### config.mk
export PLATFORM = sky130hd
export DESIGN_NAME = addressPath
export DESIGN_NICKNAME = d
export VERILOG_FILES = /design/src/design/addrPkg.sv /design/src/design/addrStageIf.sv /design/src/design/addressPath.sv /design/src/design/exceptionVector.sv /design/src/design/hazardMatch.sv /design/src/design/regAddrDecode.sv /design/src/design/writeAddrPipe.sv
export SDC_FILE = /design/constraint.sdc
export NUM_CORES = 1
export LEC_CHECK = 0
export ABC_AREA = 1
export BUFFER_PORTS_ARGS = -buffer_cell sky130_fd_sc_hd__buf_4
export CAP_MARGIN = 30
export CORE_ASPECT_RATIO = 1.4
export CORE_MARGIN = 3
export CORE_UTILIZATION = 50
export DETAILED_ROUTE_END_ITERATION = 10
export PLACE_DENSITY = 0.82
export SLEW_MARGIN = 10
export SYNTH_ARGS = -nofsm -noshare
export SYNTH_HDL_FRONTEND = slang
export SYNTH_SLANG_ARGS = --single-unit
### constraint.sdc
create_clock -name clk -period 5 [get_ports clk]
set_clock_uncertainty 0.15 [all_clocks]
set_input_delay 1 -clock clk [delete_from_list [all_inputs] [get_ports clk]]
set_output_delay 1 -clock clk [all_outputs]
set_load 0.01 [all_outputs]
### src/design/addrPkg.sv
package addrPkg;

  // ==============================
  // Sizes
  // ==============================
  localparam int numPhysRegs  = 32;
  localparam int archRegWidth = 4;
  localparam int statusWidth  = 12;
  localparam int modeWidth    = 5;
  localparam int excWidth     = 7;

  // Architectural PC field
  localparam logic [archRegWidth-1:0] pcRegField = 4'hF;

  // Processor mode codes in status bits 4:0
  localparam logic [modeWidth-1:0] modeUsr = 5'b10000;
  localparam logic [modeWidth-1:0] modeFiq = 5'b10001;
  localparam logic [modeWidth-1:0] modeIrq = 5'b10010;
  localparam logic [modeWidth-1:0] modeSvc = 5'b10011;
  localparam logic [modeWidth-1:0] modeAbt = 5'b10111;
  localparam logic [modeWidth-1:0] modeUnd = 5'b11011;
  localparam logic [modeWidth-1:0] modeSys = 5'b11111;

  // Physical slot of banked R13 with R14 right above it
  localparam int bankBaseUsr = 13;
  localparam int bankBaseFiq = 21;
  localparam int bankBaseIrq = 23;
  localparam int bankBaseSvc = 25;
  localparam int bankBaseAbt = 27;
  localparam int bankBaseUnd = 29;

  // Fiq copies of R8..R12
  localparam int fiqLowBase = 16;

  // ==============================
  // Exceptions
  // ==============================
  localparam int excReset = 0;
  localparam int excUndef = 1;
  localparam int excSwi   = 2;
  localparam int excPabt  = 3;
  localparam int excDabt  = 4;
  localparam int excIrq   = 5;
  localparam int excFiq   = 6;

  localparam logic [31:0] vectorBase = 32'h0;
  localparam logic [31:0] vecOffReset = 32'h00;
  localparam logic [31:0] vecOffUndef = 32'h04;
  localparam logic [31:0] vecOffSwi   = 32'h08;
  localparam logic [31:0] vecOffPabt  = 32'h0C;
  localparam logic [31:0] vecOffDabt  = 32'h10;
  localparam logic [31:0] vecOffIrq   = 32'h18;
  localparam logic [31:0] vecOffFiq   = 32'h1C;

  // Instruction word as data-processing or multiply fields
  typedef union packed {
    struct packed {
      logic [3:0]              cond;
      logic [7:0]              opcode;
      logic [archRegWidth-1:0] rn;
      logic [archRegWidth-1:0] rd;
      logic [archRegWidth-1:0] rs;
      logic [3:0]              shift;
      logic [archRegWidth-1:0] rm;
    } dpFields;
    struct packed {
      logic [3:0]              cond;
      logic [7:0]              opcode;
      logic [archRegWidth-1:0] rdHi;
      logic [archRegWidth-1:0] rdLo;
      logic [archRegWidth-1:0] rs;
      logic [3:0]              mulOp;
      logic [archRegWidth-1:0] rm;
    } mulFields;
  } instrWordU;

  // Architectural field plus mode to one-hot physical select
  function automatic logic [numPhysRegs-1:0] physRegSelect(
    input logic [archRegWidth-1:0] field,
    input logic [modeWidth-1:0]    mode
  );
    logic [numPhysRegs-1:0] sel;
    int bank;
    int idx;
    // Bank for R13 and R14
    case (mode)
      modeFiq: bank = bankBaseFiq;
      modeIrq: bank = bankBaseIrq;
      modeSvc: bank = bankBaseSvc;
      modeAbt: bank = bankBaseAbt;
      modeUnd: bank = bankBaseUnd;
      // Usr, sys and undefined codes share the user bank
      default: bank = bankBaseUsr;
    endcase
    if (field < 4'd8) begin
      // R0..R7 never banked
      idx = int'(field);
    end else if (field <= 4'd12) begin
      idx = (mode == modeFiq) ? fiqLowBase + int'(field) - 8 : int'(field);
    end else if (field == pcRegField) begin
      idx = 15;
    end else begin
      // R13 at the bank base and R14 one above
      idx = bank + int'(field) - 13;
    end
    sel = '0;
    sel[idx] = 1'b1;
    return sel;
  endfunction

endpackage

### src/design/addrStageIf.sv
`timescale 1ns/1ps

interface addrStageIf;

  // One-hot physical selects per stage
  logic [addrPkg::numPhysRegs-1:0] ra1D;
  logic [addrPkg::numPhysRegs-1:0] ra2D;
  logic [addrPkg::numPhysRegs-1:0] wa3D;
  logic [addrPkg::numPhysRegs-1:0] ra1E;
  logic [addrPkg::numPhysRegs-1:0] ra2E;
  logic [addrPkg::numPhysRegs-1:0] wa3E;
  logic [addrPkg::numPhysRegs-1:0] wa3M;
  logic [addrPkg::numPhysRegs-1:0] wa3W;

  // Writeback status, mode feeds back to decode
  logic [addrPkg::statusWidth-1:0] statusW;

  modport decode (output ra1D, ra2D, wa3D, input statusW);
  modport pipe (input ra1D, ra2D, wa3D, output ra1E, ra2E, wa3E, wa3M, wa3W, statusW);
  modport hazard (input ra1D, ra2D, ra1E, ra2E, wa3E, wa3M, wa3W);
  // Top level taps
  modport top (input ra1D, ra2D, wa3W);

endinterface

### src/design/addressPath.sv
`timescale 1ns/1ps

module addressPath (
  input  logic                            clk,
  input  logic                            rstN,
  // Controller / datapath side
  input  logic [31:0]                     instrD,
  input  logic [31:0]                     instrE,
  input  logic [1:0]                      regSrcD,
  input  logic                            multSelectD,
  input  logic                            rsrSelectD,
  input  logic                            writeMultLoE,
  input  logic [addrPkg::statusWidth-1:0] statusE,
  input  logic [addrPkg::excWidth-1:0]    excRequestW,
  // Hazard unit controls
  input  logic                            stallE,
  input  logic                            stallM,
  input  logic                            stallW,
  input  logic                            flushW,
  // To register file
  output logic [31:0]                     ra1D,
  output logic [31:0]                     ra2D,
  output logic [31:0]                     wa3W,
  // To fetch
  output logic [31:0]                     vectorPcF,
  output logic                            exceptionSelectW,
  // To hazard unit
  output logic                            match1EM,
  output logic                            match1EW,
  output logic                            match2EM,
  output logic                            match2EW,
  output logic                            match1DE,
  output logic                            match2DE
);

  addrStageIf stage ();

  // ==============================
  // Decode
  // ==============================
  regAddrDecode uDecode (
    .instrD      (instrD),
    .regSrcD     (regSrcD),
    .multSelectD (multSelectD),
    .rsrSelectD  (rsrSelectD),
    .stage       (stage.decode)
  );

  // E, M, W stage registers
  writeAddrPipe uPipe (
    .clk          (clk),
    .rstN         (rstN),
    .instrE       (instrE),
    .writeMultLoE (writeMultLoE),
    .statusE      (statusE),
    .stallE       (stallE),
    .stallM       (stallM),
    .stallW       (stallW),
    .flushW       (flushW),
    .stage        (stage.pipe)
  );

  hazardMatch uHazard (
    .stage    (stage.hazard),
    .match1EM (match1EM),
    .match1EW (match1EW),
    .match2EM (match2EM),
    .match2EW (match2EW),
    .match1DE (match1DE),
    .match2DE (match2DE)
  );

  // Vector select near fetch
  exceptionVector uExcVec (
    .excRequestW      (excRequestW),
    .vectorPcF        (vectorPcF),
    .exceptionSelectW (exceptionSelectW)
  );

  // Register file addresses out
  assign ra1D = stage.ra1D;
  assign ra2D = stage.ra2D;
  assign wa3W = stage.wa3W;

endmodule

### src/design/exceptionVector.sv
`timescale 1ns/1ps

module exceptionVector (
  input  logic [addrPkg::excWidth-1:0] excRequestW,
  output logic [31:0]                  vectorPcF,
  output logic                         exceptionSelectW
);

  assign exceptionSelectW = |excRequestW;

  // ARM priority: reset, dabt, fiq, irq, pabt, und, swi
  always_comb begin
    if (excRequestW[addrPkg::excReset]) begin
      vectorPcF = addrPkg::vectorBase + addrPkg::vecOffReset;
    end else if (excRequestW[addrPkg::excDabt]) begin
      vectorPcF = addrPkg::vectorBase + addrPkg::vecOffDabt;
    end else if (excRequestW[addrPkg::excFiq]) begin
      vectorPcF = addrPkg::vectorBase + addrPkg::vecOffFiq;
    end else if (excRequestW[addrPkg::excIrq]) begin
      vectorPcF = addrPkg::vectorBase + addrPkg::vecOffIrq;
    end else if (excRequestW[addrPkg::excPabt]) begin
      vectorPcF = addrPkg::vectorBase + addrPkg::vecOffPabt;
    end else if (excRequestW[addrPkg::excUndef]) begin
      vectorPcF = addrPkg::vectorBase + addrPkg::vecOffUndef;
    end else if (excRequestW[addrPkg::excSwi]) begin
      vectorPcF = addrPkg::vectorBase + addrPkg::vecOffSwi;
    end else begin
      // Nothing pending
      vectorPcF = '0;
    end
  end

endmodule

### src/design/hazardMatch.sv
`timescale 1ns/1ps

module hazardMatch (
  addrStageIf.hazard stage,
  output logic       match1EM,
  output logic       match1EW,
  output logic       match2EM,
  output logic       match2EW,
  output logic       match1DE,
  output logic       match2DE
);

  // Overlap of one-hot selects, an all-zero stage matches nothing

  // Execute sources vs memory destination
  assign match1EM = |(stage.ra1E & stage.wa3M);
  assign match2EM = |(stage.ra2E & stage.wa3M);

  // Execute sources vs writeback destination
  assign match1EW = |(stage.ra1E & stage.wa3W);
  assign match2EW = |(stage.ra2E & stage.wa3W);

  // Decode sources vs execute destination, load-use check
  assign match1DE = |(stage.ra1D & stage.wa3E);
  assign match2DE = |(stage.ra2D & stage.wa3E);

endmodule

### src/design/regAddrDecode.sv
`timescale 1ns/1ps

module regAddrDecode (
  input  logic [31:0] instrD,
  input  logic [1:0]  regSrcD,
  input  logic        multSelectD,
  input  logic        rsrSelectD,
  addrStageIf.decode  stage
);

  addrPkg::instrWordU instr;

  logic [addrPkg::archRegWidth-1:0] rnOrPcField;
  logic [addrPkg::archRegWidth-1:0] ra1Field;
  logic [addrPkg::archRegWidth-1:0] ra2Field;
  logic [addrPkg::archRegWidth-1:0] wa3Field;
  logic [addrPkg::modeWidth-1:0]    modeW;

  assign instr = instrD;

  // Banking follows the mode already committed at writeback
  assign modeW = stage.statusW[addrPkg::modeWidth-1:0];

  // ==============================
  // Field selection
  // ==============================

  // Rn, or PC for PC-relative forms
  assign rnOrPcField = regSrcD[0] ? addrPkg::pcRegField : instr.dpFields.rn;

  // Read port 1
  always_comb begin
    if (multSelectD) begin
      // Multiply reads Rm here
      ra1Field = instr.mulFields.rm;
    end else if (rsrSelectD) begin
      // Register-shifted register, Rs holds the shift amount
      ra1Field = instr.dpFields.rs;
    end else begin
      ra1Field = rnOrPcField;
    end
  end

  // Read port 2
  always_comb begin
    if (multSelectD) begin
      ra2Field = instr.mulFields.rs;
    end else if (regSrcD[1]) begin
      // Store data comes from Rd
      ra2Field = instr.dpFields.rd;
    end else begin
      ra2Field = instr.dpFields.rm;
    end
  end

  // Destination, RdHi for multiply
  assign wa3Field = multSelectD ? instr.mulFields.rdHi : instr.dpFields.rd;

  // ==============================
  // Banked mapping
  // ==============================
  assign stage.ra1D = addrPkg::physRegSelect(ra1Field, modeW);
  assign stage.ra2D = addrPkg::physRegSelect(ra2Field, modeW);
  assign stage.wa3D = addrPkg::physRegSelect(wa3Field, modeW);

endmodule

### src/design/writeAddrPipe.sv
`timescale 1ns/1ps

module writeAddrPipe (
  input  logic                            clk,
  input  logic                            rstN,
  input  logic [31:0]                     instrE,
  input  logic                            writeMultLoE,
  input  logic [addrPkg::statusWidth-1:0] statusE,
  input  logic                            stallE,
  input  logic                            stallM,
  input  logic                            stallW,
  input  logic                            flushW,
  addrStageIf.pipe                        stage
);

  addrPkg::instrWordU instr;

  logic [addrPkg::numPhysRegs-1:0] wa3EQ;
  logic [addrPkg::numPhysRegs-1:0] rdLoSelE;
  logic [addrPkg::statusWidth-1:0] statusM;

  assign instr = instrE;

  // ==============================
  // Execute
  // ==============================
  always_ff @(posedge clk or negedge rstN) begin
    if (!rstN) begin
      wa3EQ      <= '0;
      stage.ra1E <= '0;
      stage.ra2E <= '0;
    end else if (!stallE) begin
      wa3EQ      <= stage.wa3D;
      stage.ra1E <= stage.ra1D;
      stage.ra2E <= stage.ra2D;
    end
  end

  // Long multiply low half, mapped with the execute-stage mode
  assign rdLoSelE = addrPkg::physRegSelect(instr.mulFields.rdLo,
                                           statusE[addrPkg::modeWidth-1:0]);

  // Second write of a long multiply overrides the registered destination
  assign stage.wa3E = writeMultLoE ? rdLoSelE : wa3EQ;

  // ==============================
  // Memory
  // ==============================
  always_ff @(posedge clk or negedge rstN) begin
    if (!rstN) begin
      stage.wa3M <= '0;
      statusM    <= '0;
    end else if (!stallM) begin
      stage.wa3M <= stage.wa3E;
      statusM    <= statusE;
    end
  end

  // ==============================
  // Writeback
  // ==============================
  always_ff @(posedge clk or negedge rstN) begin
    if (!rstN) begin
      stage.wa3W    <= '0;
      stage.statusW <= '0;
    end else if (!stallW) begin
      if (flushW) begin
        // Bubble, no write and no hazard
        stage.wa3W    <= '0;
        stage.statusW <= '0;
      end else begin
        stage.wa3W    <= stage.wa3M;
        stage.statusW <= statusM;
      end
    end
  end

endmodule

==> qor_table.md <==
| Quantity | Value | Unit |
|:---|:---|:---|
| Number of placed I/O pins | 229 | - |
| H-tree depth reported by CTS | 4 | - |
| CP max stage delay | 0.29 | ns |
| Crit Path Category | primary input to primary output | - |
| Internal portion of total power | 0.002610 | W |
| Clk_lat worst skew | 0.46 | ns |
| Kind of end point of the critical path | primary output | - |
| Required time of the critical path | 3.85 | ns |
| Post-synthesis adder-cell area fraction | 3.626 | % |
| Clock period minus final worst setup slack | 5.664 | ns |
| Run status | complete, but fails checks | - |
| Width of the die | 130.4 | µm |
| Clock sink count | 170 | - |
| Share of the synthesized area in the top cell type | 39.26 | % |
| Critical path fanouts, max | 6 | - |
| Final Routed Wirelength | 43.88 | mm |
| EDFF count, synth | 0 | - |
| Iteration count of the initial detailed-routing pass | 9 | - |
| Worst min path class | primary input to asynchronous set/reset pin | - |
| Core utilization of the finished layout | 72.49 | % |
| Logic pwr share | 28.7 | % |
| Remaining Overflow, GRT | 0 | - |
| Final setup violation count | 29 | - |
| CORE AREA | 0.02120 | mm² |
| WL/cell | 20.40 | µm |
| Starting density of the core | 51.10 | % |
| Simple logic cell fraction of the synthesized area | 31.26 | % |
| Cell taking the most area after synthesis | sky130_fd_sc_hd__dfrtp_1 | - |
| 1st-iter DRT viols | 1819 | - |
| Main combinational cell family by area after synthesis | simple AND/OR/NAND/NOR gates | - |
| Post-CTS Hold Buffers | 0 | - |
| First-pass GRT wire length | 60.68 | mm |
| Syn. warnings | 0 | - |
| Critical path launch point type | primary input | - |
| Area fraction in compound gates after synthesis | 14.61 | % |
| Standard-cell row count | 63 | - |
| Syn avg cell area | 7.091 | µm² |
| Worst rel slew slack | 42.17 | % |
| Final setup slack of the worst path | -0.6643 | ns |
| Slowest stage cell on the critical path | sky130_fd_sc_hd__ha_1 | - |
| Die area | 0.02350 | mm² |
| Final antenna-violating net count | 0 | - |
| Clock transition at the registers of the reported paths | 0.07 | ns |
| Multi-input gate area | 0.006405 | mm² |
| Area added between synthesis and finish | 41.86 | % |
| Clock power share | 33.6 | % |
| Routability cong. | 1.023 | - |
| Synth cell types | 51 | - |
| Max Cap Violations | 0 | - |
| Worst-margin pin slew | 0.8595 | ns |
| PD cells | 258.3 | mW/mm² |
| Pins over their slew limit | 0 | - |
| Switch share | 34.28 | % |
| Share of the cycle needed by the critical path after routing | 113.3 | % |
| ANT cells | 0 | - |
| Leakage Power | 7.679 | nW |
| Post-synthesis register bit count | 170 | - |
| Maximum number of pins on one net before global-route repair | 91 | - |
| Async SR Flop Fraction | 100.0 | % |
| Power share of the sequential group | 37.7 | % |
| Mean number of vias per cell | 6.033 | - |
| DR DRC count | 0 | - |
| Net switching component of the power | 0.001361 | W |
| Vias in the first global route | 12050 | - |
| Proportion of layout cells with a drive suffix above 1 | 32.89 | % |
| Total Nets Final | 2001 | - |
| Via Count | 12980 | - |
| Total power of the final layout | 0.003971 | W |
| Number of antenna violations at the first check in global routing | 0 | - |
| Xor-xnor portion of the synthesized cell area | 0.7159 | % |
| HPWL Detailed | 28.88 | mm |
| Filler instances | 1427 | - |
| Dominant cells by area after synthesis | sky130_fd_sc_hd__dfrtp_1 (39%), sky130_fd_sc_hd__nand2_1 (16%), sky130_fd_sc_hd__inv_1 (6.4%) | - |
| Arrival time reported for the critical path endpoint | 4.51 | ns |
| Worst voltage drop across the vdd grid | 264.4 | µV |
| Upper clock frequency limit | 176.5 | MHz |
| Share of synthesized area spent on multiplexers | 0 | % |
| Seq/Total Area, Yosys | 39.26 | % |
| Footprint of the flip-flops and latches | 0.004254 | mm² |
| Post-Synthesis Cell Area | 0.01084 | mm² |
| Maximum number of buffers from clock root to sink | 2 | - |
| Most used flip-flop cell after synthesis | sky130_fd_sc_hd__dfrtp_1 | - |
| Post-synthesis instance total | 1528 | - |
| Violations in the final reports | setup timing | - |
| Number of clock buffers inserted by TritonCTS | 17 | - |
| Setup repair after global routing missed its margin | yes | - |
| Final Hold Vio Count | 0 | - |
| Total GRT Usage | 32.85 | % |
| Master cell of the clock root buffer | sky130_fd_sc_hd__clkbuf_16 | - |
| Number of buffer cells added on primary ports | 148 | - |
| Crit path top cell by count | sky130_fd_sc_hd__nand2_1 | - |
| Hold Slack | 0.2466 | ns |
| Vertical die dimension | 180.2 | µm |
| TritonCTS clock tree | yes | - |
## per-stage QoR
| step | cells | setup slack, ns | area [µm²] | setup TNS (ns) |
|---|---|---|---|---|
| 2_1_floorplan | 1556 | 0.07343 | 10940 | 0 |
| 3_3_place_gp | 2076 | -0.5068 | 13390 | -1.562 |
| 3_5_place_dp | 2078 | -0.5719 | 13440 | -2.503 |
| 4_1_cts | 2132 | -0.3138 | 14460 | -0.8420 |
| 5_1_grt | 2151 | -0.8614 | 15370 | -10.06 |
| 6_report | 2151 | -0.6643 | 15370 | -3.053 |
## layer usage
layer | part of all wire, % | vias to the layer above | wire, µm | track usage (%)
li1 | - | 5615 | - | -
met1 | 33 | 5960 | 14410 | 37.72
met2 | 47 | 1055 | 20580 | 54.25
met3 | 11 | 348 | 4793 | 6.079
met4 | 9.3 | 0 | 4091 | 22.85
met5 | 0 | - | 0 | 0
## synth_stat cells (all sizes together), types with 10 or more instances
cell type,number
o22ai,55
a21oi,32
dfrtp,170
nand4,24
a221oi,23
nand3,91
ha,25
inv,196
nand2,482
buf,37
clkbuf,33
o21ai,123
a31oi,10
nor2,187
## critical path, delay by kind of cell
kind	cells	cell delay (ns)
simple gates	19	2.05
fa+ha+maj	2	0.56
buf+inv	6	0.48
compound gates	2	0.41
## cells by family (layout without fill, tap and decap cells)
logic type	Yosys count	count (layout)
compound gates	258	258
fa+ha+maj	29	29
simple gates	794	794
xor+xnor	8	8
other cells	1	29
flops	170	170
buf+inv	268	603
## power groups by stage
| stage | Sequential, W | Combinational [W] | Clock [W] |
|---|---|---|---|
| 4_1_cts | 0.00149 | 0.000943 | 0.00132 |
| 5_1_grt | 0.00150 | 0.00122 | 0.00138 |
| 2_1_floorplan | 0.00150 | 0.000520 | 0 |
| 3_3_place_gp | 0.00151 | 0.000866 | 0 |
| 3_5_place_dp | 0.00151 | 0.000900 | 0 |
| 6_report | 0.00150 | 0.00114 | 0.00133 |
## cell usage in the layout (no fill, tap or decap), drive strengths merged
cell        n
a21oi      32
conb       29
inv       199
fa          4
o22ai      55
or2         1
xor2        6
a221o       1
nor2      187
nand2     482
xnor2       2
buf       373
a221oi     23
nor3b       1
dfrtp     170
and2        2
o211ai      2
o2111ai     2
clkinvlp    3
nor3        2
nand3      91
o31ai       7
or4         1
o21ai     123
bufinv      2
a31oi      10
o211a       1
ha         25
nand4      24
clkinv      7
a22o        1
nor4        1
nand3b      2
o41ai       1
clkbuf     19
## timing repair
action | in CTS | in global routing
setup buffers | 25 | 29
resized for setup | 73 | 189
pin swaps | 39 | 80
hold endpoints to repair | 0 | 0
endpoints found under the setup margin | 33 | 67
## worst paths after layout
| path | startpoint | slack (ns) | cells past startpoint | end |
|---|---|---|---|---|
| max | statusE[0] | -0.66 | 29 | match1DE |
| max reg2reg | uPipe.stage.statusW[1]$_DFFE_PN0N_ | 1.12 | 23 | uPipe.stage.ra1E[26]$_DFFE_PN0N_ |
| min in group clk | uPipe.statusM[1]$_DFFE_PN0N_ | 0.33 | 2 | uPipe.statusM[1]$_DFFE_PN0N_ |
| max in group asynchronous | rstN | 3.44 | 3 | uPipe.stage.statusW[0]$_DFFE_PN0N_ |
| min reg2reg | uPipe.statusM[1]$_DFFE_PN0N_ | 0.33 | 2 | uPipe.statusM[1]$_DFFE_PN0N_ |
| min | rstN | 0.25 | 1 | uPipe.stage.ra2E[22]$_DFFE_PN0N_ |
## state kept, by name, summed over array words and instances (netlist names)
name,flops
uPipe.stage.ra2E,32
uPipe.stage.ra1E,32
uPipe.statusM,5
uPipe.wa3EQ,32
uPipe.stage.statusW,5
uPipe.stage.wa3M,32
uPipe.stage.wa3W,32
## layout make-up
cell class	count	share of cell area (%)
clock buffer	19	2.816
clock inverter	13	0.9361
inverter	198	4.965
multi-input combinational	1118	41.67
sequential	170	27.68
tap	260	2.116
timing repair buffer	373	19.82
(Power assumes the default switching activity.)
